**src/source/cpu6502_pkg.sv**
```systemverilog
package cpu6502_pkg;

    // Data bus, register and opcode value
    typedef logic [7:0] byte_t;

    // Memory bus address
    typedef logic [15:0] addr_t;

    // Cycle states of the sequencer
    typedef enum logic [2:0] {
        fetch,      // opcode read, previous instruction commits
        operand,    // byte after the opcode
        zeropage,   // zero page data access
        absolute1,  // high address byte read
        absolute2,  // absolute data access
        halt        // stopped until reset
    } state_t;

    // Positions in the packed status byte
    // Bit 5 reads as 1, bit 4 reads as 0
    localparam int flag_bit_n = 7;
    localparam int flag_bit_v = 6;
    localparam int flag_bit_d = 3;
    localparam int flag_bit_i = 2;
    localparam int flag_bit_z = 1;
    localparam int flag_bit_c = 0;

    // Operation field, opcode bits 7..5
    typedef logic [2:0] alu_op_t;

    // ALU column operations
    localparam alu_op_t alu_ora = 3'd0;
    localparam alu_op_t alu_and = 3'd1;
    localparam alu_op_t alu_eor = 3'd2;
    localparam alu_op_t alu_adc = 3'd3;
    localparam alu_op_t alu_lda = 3'd5;
    localparam alu_op_t alu_sbc = 3'd7;

endpackage

```
**src/source/cpu6502.sv**
```systemverilog
module cpu6502 #(
    parameter cpu6502_pkg::addr_t reset_address = 16'h0200
) (
    input  logic               clock,
    input  logic               reset,
    input  logic               enable,
    input  cpu6502_pkg::byte_t data_in,
    output cpu6502_pkg::addr_t address,
    output cpu6502_pkg::byte_t data_out,
    output logic               write_enable,
    output logic               sync,
    output logic               halted,
    output cpu6502_pkg::byte_t debug_opcode,
    output cpu6502_pkg::byte_t debug_a,
    output cpu6502_pkg::byte_t debug_x,
    output cpu6502_pkg::byte_t debug_y,
    output cpu6502_pkg::byte_t debug_status,
    output cpu6502_pkg::addr_t debug_pc
);

    // Operand register and store value
    cpu6502_pkg::byte_t   data_reg, store_data;
    cpu6502_pkg::alu_op_t alu_op;

    // Decoder groups
    logic is_implied, is_immediate, is_zero_page, is_absolute;
    logic is_jump, is_store, is_illegal;
    logic writes_a, writes_x, writes_y, uses_alu, uses_shift;
    logic sets_nz, sets_vc, flag_set_op;

    // Sequencer strobes
    logic commit, pc_increment, pc_load, addr_zero_page, addr_absolute, write_store;

    cpu6502_decoder decoder (.opcode (debug_opcode), .*);

    cpu6502_sequencer sequencer (.opcode (debug_opcode), .state (), .*);

    cpu6502_registers registers (
        .opcode (debug_opcode),
        .a      (debug_a),
        .x      (debug_x),
        .y      (debug_y),
        .status (debug_status),
        .*
    );

    cpu6502_bus #(.reset_address (reset_address)) bus (.pc (debug_pc), .*);

endmodule

```
**src/source/cpu6502_alu.sv**
```systemverilog
module cpu6502_alu (
    input  cpu6502_pkg::byte_t   a,
    input  cpu6502_pkg::byte_t   b,
    input  logic                 carry_in,
    input  cpu6502_pkg::alu_op_t op,
    output cpu6502_pkg::byte_t   result,
    output logic                 carry_out,
    output logic                 overflow_out
);

    cpu6502_pkg::byte_t addend;
    logic [8:0]         sum;

    // SBC adds the complement plus carry
    assign addend = (op == cpu6502_pkg::alu_sbc) ? ~b : b;
    assign sum    = {1'b0, a} + {1'b0, addend} + 9'(carry_in);

    always_comb begin
        case (op)
            cpu6502_pkg::alu_ora: result = a | b;
            cpu6502_pkg::alu_and: result = a & b;
            cpu6502_pkg::alu_eor: result = a ^ b;
            cpu6502_pkg::alu_adc: result = sum[7:0];
            cpu6502_pkg::alu_lda: result = b;
            cpu6502_pkg::alu_sbc: result = sum[7:0];
            default:              result = a;
        endcase
    end

    assign carry_out    = sum[8];
    // Both inputs agree in sign, result differs
    assign overflow_out = (a[7] ^ sum[7]) & (addend[7] ^ sum[7]);

endmodule

```
**src/source/cpu6502_bus.sv**
```systemverilog
module cpu6502_bus #(
    parameter cpu6502_pkg::addr_t reset_address = 16'h0200
) (
    input  logic               clock,
    input  logic               reset,
    input  logic               enable,
    input  cpu6502_pkg::byte_t data_in,
    input  cpu6502_pkg::byte_t store_data,
    input  logic               pc_increment,
    input  logic               pc_load,
    input  logic               addr_zero_page,
    input  logic               addr_absolute,
    input  logic               write_store,
    output cpu6502_pkg::addr_t address,
    output cpu6502_pkg::byte_t data_out,
    output logic               write_enable,
    output cpu6502_pkg::byte_t data_reg,
    output cpu6502_pkg::addr_t pc
);

    // Low byte of an absolute address
    cpu6502_pkg::byte_t address_low;

    always_ff @(posedge clock) begin
        if (reset) begin
            pc <= reset_address;
        end else if (enable) begin
            // JMP target is high byte on the bus, low byte in data_reg
            if (pc_load) begin
                pc <= {data_in, data_reg};
            end else if (pc_increment) begin
                pc <= pc + 16'd1;
            end
        end
    end

    always_ff @(posedge clock) begin
        if (enable) begin
            // Holds the last operand byte fetched through the PC
            if (pc_increment) begin
                address_low <= data_reg;
            end
            // After a write the register sees the written byte
            data_reg <= write_enable ? data_out : data_in;
        end
    end

    always_comb begin
        if (addr_zero_page) begin
            address = {8'h00, data_reg};
        end else if (addr_absolute) begin
            address = {data_reg, address_low};
        end else begin
            address = pc;
        end
    end

    // No write while the core is stalled
    assign write_enable = write_store & enable;
    assign data_out     = write_store ? store_data : 8'h00;

endmodule

```
**src/source/cpu6502_decoder.sv**
```systemverilog
module cpu6502_decoder (
    input  cpu6502_pkg::byte_t   opcode,
    output logic                 is_implied,
    output logic                 is_immediate,
    output logic                 is_zero_page,
    output logic                 is_absolute,
    output logic                 is_jump,
    output logic                 is_store,
    output logic                 is_illegal,
    output logic                 writes_a,
    output logic                 writes_x,
    output logic                 writes_y,
    output logic                 uses_alu,
    output logic                 uses_shift,
    output logic                 sets_nz,
    output logic                 sets_vc,
    output logic                 flag_set_op,
    output cpu6502_pkg::alu_op_t alu_op
);

    logic [2:0] group_op;
    logic [2:0] mode;
    logic       alu_group;
    logic       xy_load_imm;
    logic       xy_load_store;
    logic       xy_load;
    logic       shift_acc;
    logic       index_move;
    logic       flag_op;

    assign group_op = opcode[7:5];
    assign mode     = opcode[4:2];

    // ALU column, only zero page, immediate and absolute; no CMP, no STA #
    assign alu_group = (opcode ==? 8'b???_???_01) && (mode inside {3'b001, 3'b010, 3'b011})
                       && (group_op != 3'b110) && (opcode != 8'h89);
    // LDX # and LDY #
    assign xy_load_imm   = opcode ==? 8'b101_000_?0;
    // LDX/LDY/STX/STY on zero page or absolute
    assign xy_load_store = opcode ==? 8'b10?_0?1_?0;
    assign xy_load       = (xy_load_imm || xy_load_store) && (group_op == 3'b101);
    // ASL/ROL/LSR/ROR A
    assign shift_acc     = opcode ==? 8'b0??_010_10;
    // Transfers, increments and decrements
    assign index_move    = opcode inside {8'h8A, 8'hAA, 8'hCA, 8'h98, 8'h88, 8'hA8, 8'hC8, 8'hE8};
    // CLC SEC CLI SEI CLV CLD SED share a column with TYA
    assign flag_op       = (opcode ==? 8'b???_110_00) && (opcode != 8'h98);

    assign is_implied   = shift_acc || index_move || flag_op;
    assign is_immediate = (alu_group && mode == 3'b010) || xy_load_imm;
    assign is_zero_page = (alu_group || xy_load_store) && (mode == 3'b001);
    assign is_absolute  = (alu_group || xy_load_store) && (mode == 3'b011);
    assign is_jump      = opcode == 8'h4C;
    assign is_store     = (alu_group || xy_load_store) && (group_op == 3'b100);
    assign is_illegal   = !(is_implied || is_immediate || is_zero_page || is_absolute || is_jump);

    // Destination register
    assign writes_a = (alu_group && group_op != 3'b100) || shift_acc || opcode inside {8'h8A, 8'h98};
    assign writes_x = (xy_load && opcode[1]) || opcode inside {8'hAA, 8'hCA, 8'hE8};
    assign writes_y = (xy_load && !opcode[1]) || opcode inside {8'hA8, 8'h88, 8'hC8};

    assign uses_alu    = alu_group && !is_store;
    assign uses_shift  = shift_acc;
    assign sets_nz     = writes_a || writes_x || writes_y;
    // Only ADC and SBC touch V and C
    assign sets_vc     = alu_group && (opcode[6:5] == 2'b11);
    assign flag_set_op = flag_op;
    assign alu_op      = group_op;

endmodule

```
**src/source/cpu6502_registers.sv**
```systemverilog
module cpu6502_registers (
    input  logic                 clock,
    input  logic                 reset,
    input  logic                 enable,
    input  logic                 commit,
    input  cpu6502_pkg::byte_t   opcode,
    input  cpu6502_pkg::byte_t   data_reg,
    input  logic                 writes_a,
    input  logic                 writes_x,
    input  logic                 writes_y,
    input  logic                 uses_alu,
    input  logic                 uses_shift,
    input  logic                 sets_nz,
    input  logic                 sets_vc,
    input  logic                 flag_set_op,
    input  cpu6502_pkg::alu_op_t alu_op,
    output cpu6502_pkg::byte_t   a,
    output cpu6502_pkg::byte_t   x,
    output cpu6502_pkg::byte_t   y,
    output cpu6502_pkg::byte_t   status,
    output cpu6502_pkg::byte_t   store_data
);

    logic               flag_n, flag_v, flag_d, flag_i, flag_z, flag_c;
    logic               alu_carry, alu_overflow, shift_carry;
    cpu6502_pkg::byte_t alu_result, shift_result;
    cpu6502_pkg::byte_t next_a, next_x, next_y, nz_value;

    cpu6502_alu alu (
        .a            (a),
        .b            (data_reg),
        .carry_in     (flag_c),
        .op           (alu_op),
        .result       (alu_result),
        .carry_out    (alu_carry),
        .overflow_out (alu_overflow)
    );

    cpu6502_shifter shifter (
        .value     (a),
        .carry_in  (flag_c),
        .op        (alu_op),
        .result    (shift_result),
        .carry_out (shift_carry)
    );

    always_comb begin
        // TYA has bit 4 set, TXA does not
        if (uses_alu) begin
            next_a = alu_result;
        end else if (uses_shift) begin
            next_a = shift_result;
        end else begin
            next_a = opcode[4] ? y : x;
        end
        case (opcode)
            8'hAA:   next_x = a;
            8'hCA:   next_x = x - 8'd1;
            8'hE8:   next_x = x + 8'd1;
            default: next_x = data_reg;
        endcase
        case (opcode)
            8'hA8:   next_y = a;
            8'h88:   next_y = y - 8'd1;
            8'hC8:   next_y = y + 8'd1;
            default: next_y = data_reg;
        endcase
        // N and Z follow the value just written
        if (writes_a) begin
            nz_value = next_a;
        end else if (writes_x) begin
            nz_value = next_x;
        end else begin
            nz_value = next_y;
        end
    end

    always_ff @(posedge clock) begin
        if (reset) begin
            a      <= 8'h00;
            x      <= 8'h00;
            y      <= 8'h00;
            flag_n <= 1'b0;
            flag_v <= 1'b0;
            flag_d <= 1'b0;
            flag_i <= 1'b0;
            flag_z <= 1'b0;
            flag_c <= 1'b0;
        end else if (enable && commit) begin
            if (writes_a) a <= next_a;
            if (writes_x) x <= next_x;
            if (writes_y) y <= next_y;
            if (sets_nz) begin
                flag_n <= nz_value[7];
                flag_z <= nz_value == 8'h00;
            end
            if (sets_vc) begin
                flag_v <= alu_overflow;
                flag_c <= alu_carry;
            end
            if (uses_shift) flag_c <= shift_carry;
            // Bits 7..6 pick the flag, bit 5 is the new value; CLV always clears
            if (flag_set_op) begin
                case (opcode[7:6])
                    2'b00:   flag_c <= opcode[5];
                    2'b01:   flag_i <= opcode[5];
                    2'b10:   flag_v <= 1'b0;
                    default: flag_d <= opcode[5];
                endcase
            end
        end
    end

    always_comb begin
        status                          = 8'h20;
        status[cpu6502_pkg::flag_bit_n] = flag_n;
        status[cpu6502_pkg::flag_bit_v] = flag_v;
        status[cpu6502_pkg::flag_bit_d] = flag_d;
        status[cpu6502_pkg::flag_bit_i] = flag_i;
        status[cpu6502_pkg::flag_bit_z] = flag_z;
        status[cpu6502_pkg::flag_bit_c] = flag_c;
    end

    // STY, STA, STX by opcode bits 1..0
    always_comb begin
        case (opcode[1:0])
            2'b00:   store_data = y;
            2'b10:   store_data = x;
            default: store_data = a;
        endcase
    end

    // Decoder picks a single destination per instruction
    assert property (@(posedge clock) disable iff (reset)
        commit |-> $onehot0({writes_a, writes_x, writes_y}));

endmodule

```
**src/source/cpu6502_sequencer.sv**
```systemverilog
module cpu6502_sequencer (
    input  logic                clock,
    input  logic                reset,
    input  logic                enable,
    input  cpu6502_pkg::byte_t  data_reg,
    input  logic                is_implied,
    input  logic                is_immediate,
    input  logic                is_zero_page,
    input  logic                is_absolute,
    input  logic                is_jump,
    input  logic                is_store,
    input  logic                is_illegal,
    output cpu6502_pkg::byte_t  opcode,
    output cpu6502_pkg::state_t state,
    output logic                commit,
    output logic                sync,
    output logic                halted,
    output logic                pc_increment,
    output logic                pc_load,
    output logic                addr_zero_page,
    output logic                addr_absolute,
    output logic                write_store
);

    // NOP after reset, so the first commit changes nothing
    localparam cpu6502_pkg::byte_t reset_opcode = 8'hEA;

    cpu6502_pkg::byte_t  opcode_reg;
    cpu6502_pkg::state_t next_state;

    always_comb begin
        next_state     = state;
        pc_increment   = 1'b0;
        pc_load        = 1'b0;
        addr_zero_page = 1'b0;
        addr_absolute  = 1'b0;
        write_store    = 1'b0;
        case (state)
            cpu6502_pkg::fetch: begin
                pc_increment = 1'b1;
                next_state   = cpu6502_pkg::operand;
            end
            cpu6502_pkg::operand: begin
                // Implied opcodes read this byte but do not consume it
                pc_increment = !is_implied;
                if (is_illegal) begin
                    next_state = cpu6502_pkg::halt;
                end else if (is_zero_page) begin
                    next_state = cpu6502_pkg::zeropage;
                end else if (is_absolute || is_jump) begin
                    next_state = cpu6502_pkg::absolute1;
                end else if (is_implied || is_immediate) begin
                    next_state = cpu6502_pkg::fetch;
                end else begin
                    next_state = cpu6502_pkg::halt;
                end
            end
            cpu6502_pkg::zeropage: begin
                addr_zero_page = 1'b1;
                write_store    = is_store;
                next_state     = cpu6502_pkg::fetch;
            end
            cpu6502_pkg::absolute1: begin
                // JMP takes the target instead of stepping
                pc_increment = !is_jump;
                pc_load      = is_jump;
                next_state   = is_jump ? cpu6502_pkg::fetch : cpu6502_pkg::absolute2;
            end
            cpu6502_pkg::absolute2: begin
                addr_absolute = 1'b1;
                write_store   = is_store;
                next_state    = cpu6502_pkg::fetch;
            end
            default: begin
                next_state = cpu6502_pkg::halt;
            end
        endcase
    end

    always_ff @(posedge clock) begin
        if (reset) begin
            state      <= cpu6502_pkg::fetch;
            opcode_reg <= reset_opcode;
        end else if (enable) begin
            state <= next_state;
            // Opcode byte arrives in data_reg during the operand cycle
            if (state == cpu6502_pkg::operand) begin
                opcode_reg <= data_reg;
            end
        end
    end

    // Decoder sees the new opcode one cycle early
    assign opcode = (state == cpu6502_pkg::operand) ? data_reg : opcode_reg;
    assign sync   = state == cpu6502_pkg::fetch;
    assign commit = sync && enable;
    assign halted = state == cpu6502_pkg::halt;

    // Stores finish before the next opcode fetch
    assert property (@(posedge clock) disable iff (reset) sync |-> !write_store);

    // Only reset leaves halt
    assert property (@(posedge clock) disable iff (reset) halted |=> halted);

endmodule

```
**src/source/cpu6502_shifter.sv**
```systemverilog
module cpu6502_shifter (
    input  cpu6502_pkg::byte_t   value,
    input  logic                 carry_in,
    input  cpu6502_pkg::alu_op_t op,
    output cpu6502_pkg::byte_t   result,
    output logic                 carry_out
);

    logic shift_in;

    // ROL and ROR bring the old carry in
    assign shift_in = carry_in & op[0];

    always_comb begin
        if (op[1]) begin
            // LSR, ROR
            {result, carry_out} = {shift_in, value};
        end else begin
            // ASL, ROL
            {carry_out, result} = {value, shift_in};
        end
    end

endmodule

```
**config.mk**
```make
export PLATFORM = sky130hd
export DESIGN_NAME = cpu6502
export DESIGN_NICKNAME = d
export VERILOG_FILES = /design/src/source/cpu6502_pkg.sv /design/src/source/cpu6502.sv /design/src/source/cpu6502_alu.sv /design/src/source/cpu6502_bus.sv /design/src/source/cpu6502_decoder.sv /design/src/source/cpu6502_registers.sv /design/src/source/cpu6502_sequencer.sv /design/src/source/cpu6502_shifter.sv
export SDC_FILE = /design/constraint.sdc
export NUM_CORES = 1
export LEC_CHECK = 0
export BUFFER_PORTS_ARGS = -buffer_cell sky130_fd_sc_hd__buf_2
export CAP_MARGIN = 20
export CORE_ASPECT_RATIO = 0.9
export CORE_MARGIN = 4
export CORE_UTILIZATION = 35
export DETAILED_ROUTE_END_ITERATION = 12
export PLACE_DENSITY = 0.59
export SETUP_SLACK_MARGIN = 0.2
export SLEW_MARGIN = 10
export SYNTH_ARGS = -nofsm -noshare
export SYNTH_HDL_FRONTEND = slang
export SYNTH_SLANG_ARGS = --single-unit
```
**constraint.sdc**
```tcl
create_clock -name clock -period 7.55 [get_ports clock]
set_clock_uncertainty 0.15 [all_clocks]
set_input_delay 1.1325 -clock clock [delete_from_list [all_inputs] [get_ports clock]]
set_output_delay 1.1325 -clock clock [all_outputs]
set_load 0.005 [all_outputs]
```
==> implementation parameters <==
Parameter                              Value

Finish
  Core occupancy in the finished layout ... 40.6%
  Most common cell after layout, fill and taps aside ... sky130_fd_sc_hd__nand2_1
  Number of antenna cells inserted ... 0
  Layout cell share with drive strength beyond 1 ... 16.7%
  Most flops, register ... bus.pc
  Number of nets in the final layout ... 1,012
  FILL cells ... 1,994
  Most used cells in the layout excluding fill and tap cells ... sky130_fd_sc_hd__nand2_1 (106), sky130_fd_sc_hd__nor2_1 (92), sky130_fd_sc_hd__buf_2 (91)
  Cell area after layout ... 7880 sq um
  Layout overhead on the synthesized area ... 13.0%
  Post-Layout Cell Count ... 1,215
  Max FFs per register ... 16

Die
  Boundary pin count ... 94
  Initial standard-cell utilization of the core ... 35.9%
  Total number of placement rows ... 48
  Die Height ... 142 microns
  Core outline area ... 19,400 sq um
  Die area ... 22,200 sq um
  Chip Width ... 157 microns

Critical path
  Path depth of the worst reg2reg path ... 14
  CP arrival ... 4.11 ns
  Maximum fanout along the worst path ... 28
  Worst setup EP type ... primary output
  Category of the most critical setup path ... reg2out
  Startpoint class of the critical path ... register
  Data required time of the worst path ... 6.27 ns

Power and ir drop
  Maximum VDD drop ... 0.120 mV
  Ratio of total power to cell area ... 186 nW/um^2
  Internal power contribution ... 0.953 mW
  Switching component of the power ... 0.512 mW
  Share of total power in combinational logic ... 31.4%
  Post-layout total power ... 1.46 mW
  Leak ... 3.15 nW
  Sequential cell fraction of total power ... 31.4%
  Fraction of power consumed by the clock network ... 37.2%
  Switching part of the total power ... 34.9%

Clock network
  Hold-fix buffers, CTS ... 0
  Clock buffers created by TritonCTS ... 9
  Count of clock tree sinks ... 73
  Maximum buffer depth of the clock tree ... 2
  Clock H-tree levels ... 3
  CTS tree ... built
  Post-cts resize count ... 0
  Clock latency at the later pin of the worst-skew pair ... 0.35 ns
  Clock slew at reported path FFs ... 0.07 ns
  Master cell of the clock root buffer ... sky130_fd_sc_hd__clkbuf_16
  Setup repair bufs after CTS ... 0

Yosys
  Proportion of synthesized chip area in sequential cells ... 23.3%
  Number of enable flip-flop cells after synthesis ... 16
  Synthesis warning total ... 0
  Dominant register cell in the synthesized netlist ... sky130_fd_sc_hd__dfxtp_1
  Top cells by area in the synthesized netlist ... sky130_fd_sc_hd__dfxtp_1 (16%), sky130_fd_sc_hd__edfxtp_1 (6.9%), sky130_fd_sc_hd__ha_1 (6.6%), sky130_fd_sc_hd__nand2_1 (5.7%), sky130_fd_sc_hd__mux2i_1 (5.2%)
  Fraction of registers with async set/reset ... 0%
  Synthesized flop and latch total ... 73
  Net count after synthesis ... 965
  Number of cells produced by synthesis ... 913
  Mapped cell area ... 6970 sq um
  Syn Area/Cell ... 7.64 sq um
  Unique cell type count in the Yosys netlist ... 85
  Synth top area share ... 16.4%
  Cell taking the most area after synthesis ... sky130_fd_sc_hd__dfxtp_1

STA
  Fmax ... 0.186 GHz
  Final Hold Violating Endpoints ... 0
  Setup repair after global routing missed its margin ... false
  Slew at the pin closest to its max-slew limit ... 1.09 ns
  Normalized max-slew margin ... 27.3%
  Final Max Tran Viols ... 0
  Crit path time final ... 5.39 ns
  Final Cycle Share ... 71.4%
  Worst setup slack after layout ... 2.16 ns
  Worst hold margin ... 0.349 ns
  Final number of setup-violating endpoints ... 0
  Final setup TNS ... 0 ns

Route
  Post-Route WL ... 25.7 mm
  Total iterations of the first detailed-routing run ... 5
  Residual DRC ... 0
  Wirelength per Cell ... 21.2 microns
  Ratio of routed vias to standard cells ... 5.92
  DRC violation total after the first TritonRoute iteration ... 835
  Vias ... 7,191
  Antenna viol nets, final ... 0

Global routing
  Antenna violations before repair ... 0
  First-pass GRT wire length ... 39.8 mm
  Vias in the first global route ... 6,684
  Residual overflow from global routing ... 0
  Global-route usage over all layers ... 22.8%
  Largest net degree at the start of global routing ... 50

Run
  Number of maximum-capacitance violations ... 0

Placement
  GP Congestion ... 0.906
  Post-placement cell area ... 7500 sq um
  Total instance count after detailed placement ... 1,199
  Placement-stage worst setup slack ... 2.50 ns
  Final HPWL from detailed placement ... 18.2 mm
  Port bufs ... 91

Hold path
  Hold depth ... 2
  Path class of the lowest-slack min-delay path ... reg2reg

Run status
  Result of the run ... finished, final reports clean
-- cell usage after synthesis, drive strengths merged, types with 16 or more instances --
cell type and n:
nand2 106, nor2 92, a21oi 63, dfxtp 57
o21ai 56, clkbuf 41, mux2i 39, ha 37
inv 35, buf 27, nor3 26, a211oi 25
nor2b 24, xnor2 21, nand3 20, a22oi 16
edfxtp 16, mux2 16
-- cell type report --
class	instances	area, sq um	share of cell area (%)
clock inverters	5	108	1.37
inverters	37	139	1.76
well taps	250	313	3.97
flip-flops and latches	73	1620	20.6
clock buffers	11	264	3.35
repair buffers	104	553	7.02
multi-input cells	735	4880	61.9
-- cell families (layout without fill, tap and decap cells) --
group | count (synthesis) | count (layout) | share of synthesized area, %
xor gates and xnor gates | 23 | 23 | 2.89
other | 2 | 2 | 0.108
DFF | 73 | 73 | 23.3
buffers and inverters | 105 | 157 | 6.96
adders and majority gates | 41 | 41 | 7.79
and+or+nand+nor | 340 | 340 | 23.7
AOI/OAI and AO/OA | 274 | 274 | 26.5
muxes | 55 | 55 | 8.85
-- path summary, 6_finish.rpt --
kind | startpoint | endpoint | slack, ns
worst min register to register | registers.flag_i$_SDFFE_PP0P_ | registers.flag_i$_SDFFE_PP0P_ | 0.35
worst max register to register | sequencer.state[0]$_SDFFE_PP0P_ | registers.flag_n$_SDFFE_PP0P_ | 2.38
worst max-delay path | sequencer.state[0]$_SDFFE_PP0P_ | write_enable | 2.16
worst min-delay path | registers.flag_i$_SDFFE_PP0P_ | registers.flag_i$_SDFFE_PP0P_ | 0.35
-- critical path, cell delays in order (launching register included) --
cell	delay, ns
sky130_fd_sc_hd__dfxtp_1	0.67
sky130_fd_sc_hd__or3b_1	0.72
sky130_fd_sc_hd__a21oi_4	0.53
sky130_fd_sc_hd__inv_2	0.36
sky130_fd_sc_hd__or4_1	0.79
sky130_fd_sc_hd__or2_1	0.46
sky130_fd_sc_hd__inv_1	0.10
sky130_fd_sc_hd__buf_2	0.11
-- metal layers --
layer,GRT usage [%],wire (microns),vias up
met2,33.2,11100,338
met4,7.31,731,0
met3,4.39,2200,55
met1,33.7,11700,3386
li1,-,-,3412
met5,0,0,-
-- power by group through the flow --
stage | sequential (mW) | clock [mW] | combinational (mW)
after global placement | 0.468 | 0 | 0.448
after detailed placement | 0.468 | 0 | 0.451
final | 0.460 | 0.545 | 0.460
after CTS | 0.459 | 0.552 | 0.454
after global routing | 0.463 | 0.569 | 0.504
after floorplan | 0.443 | 0 | 0.351
(Power assumes the default switching activity.)
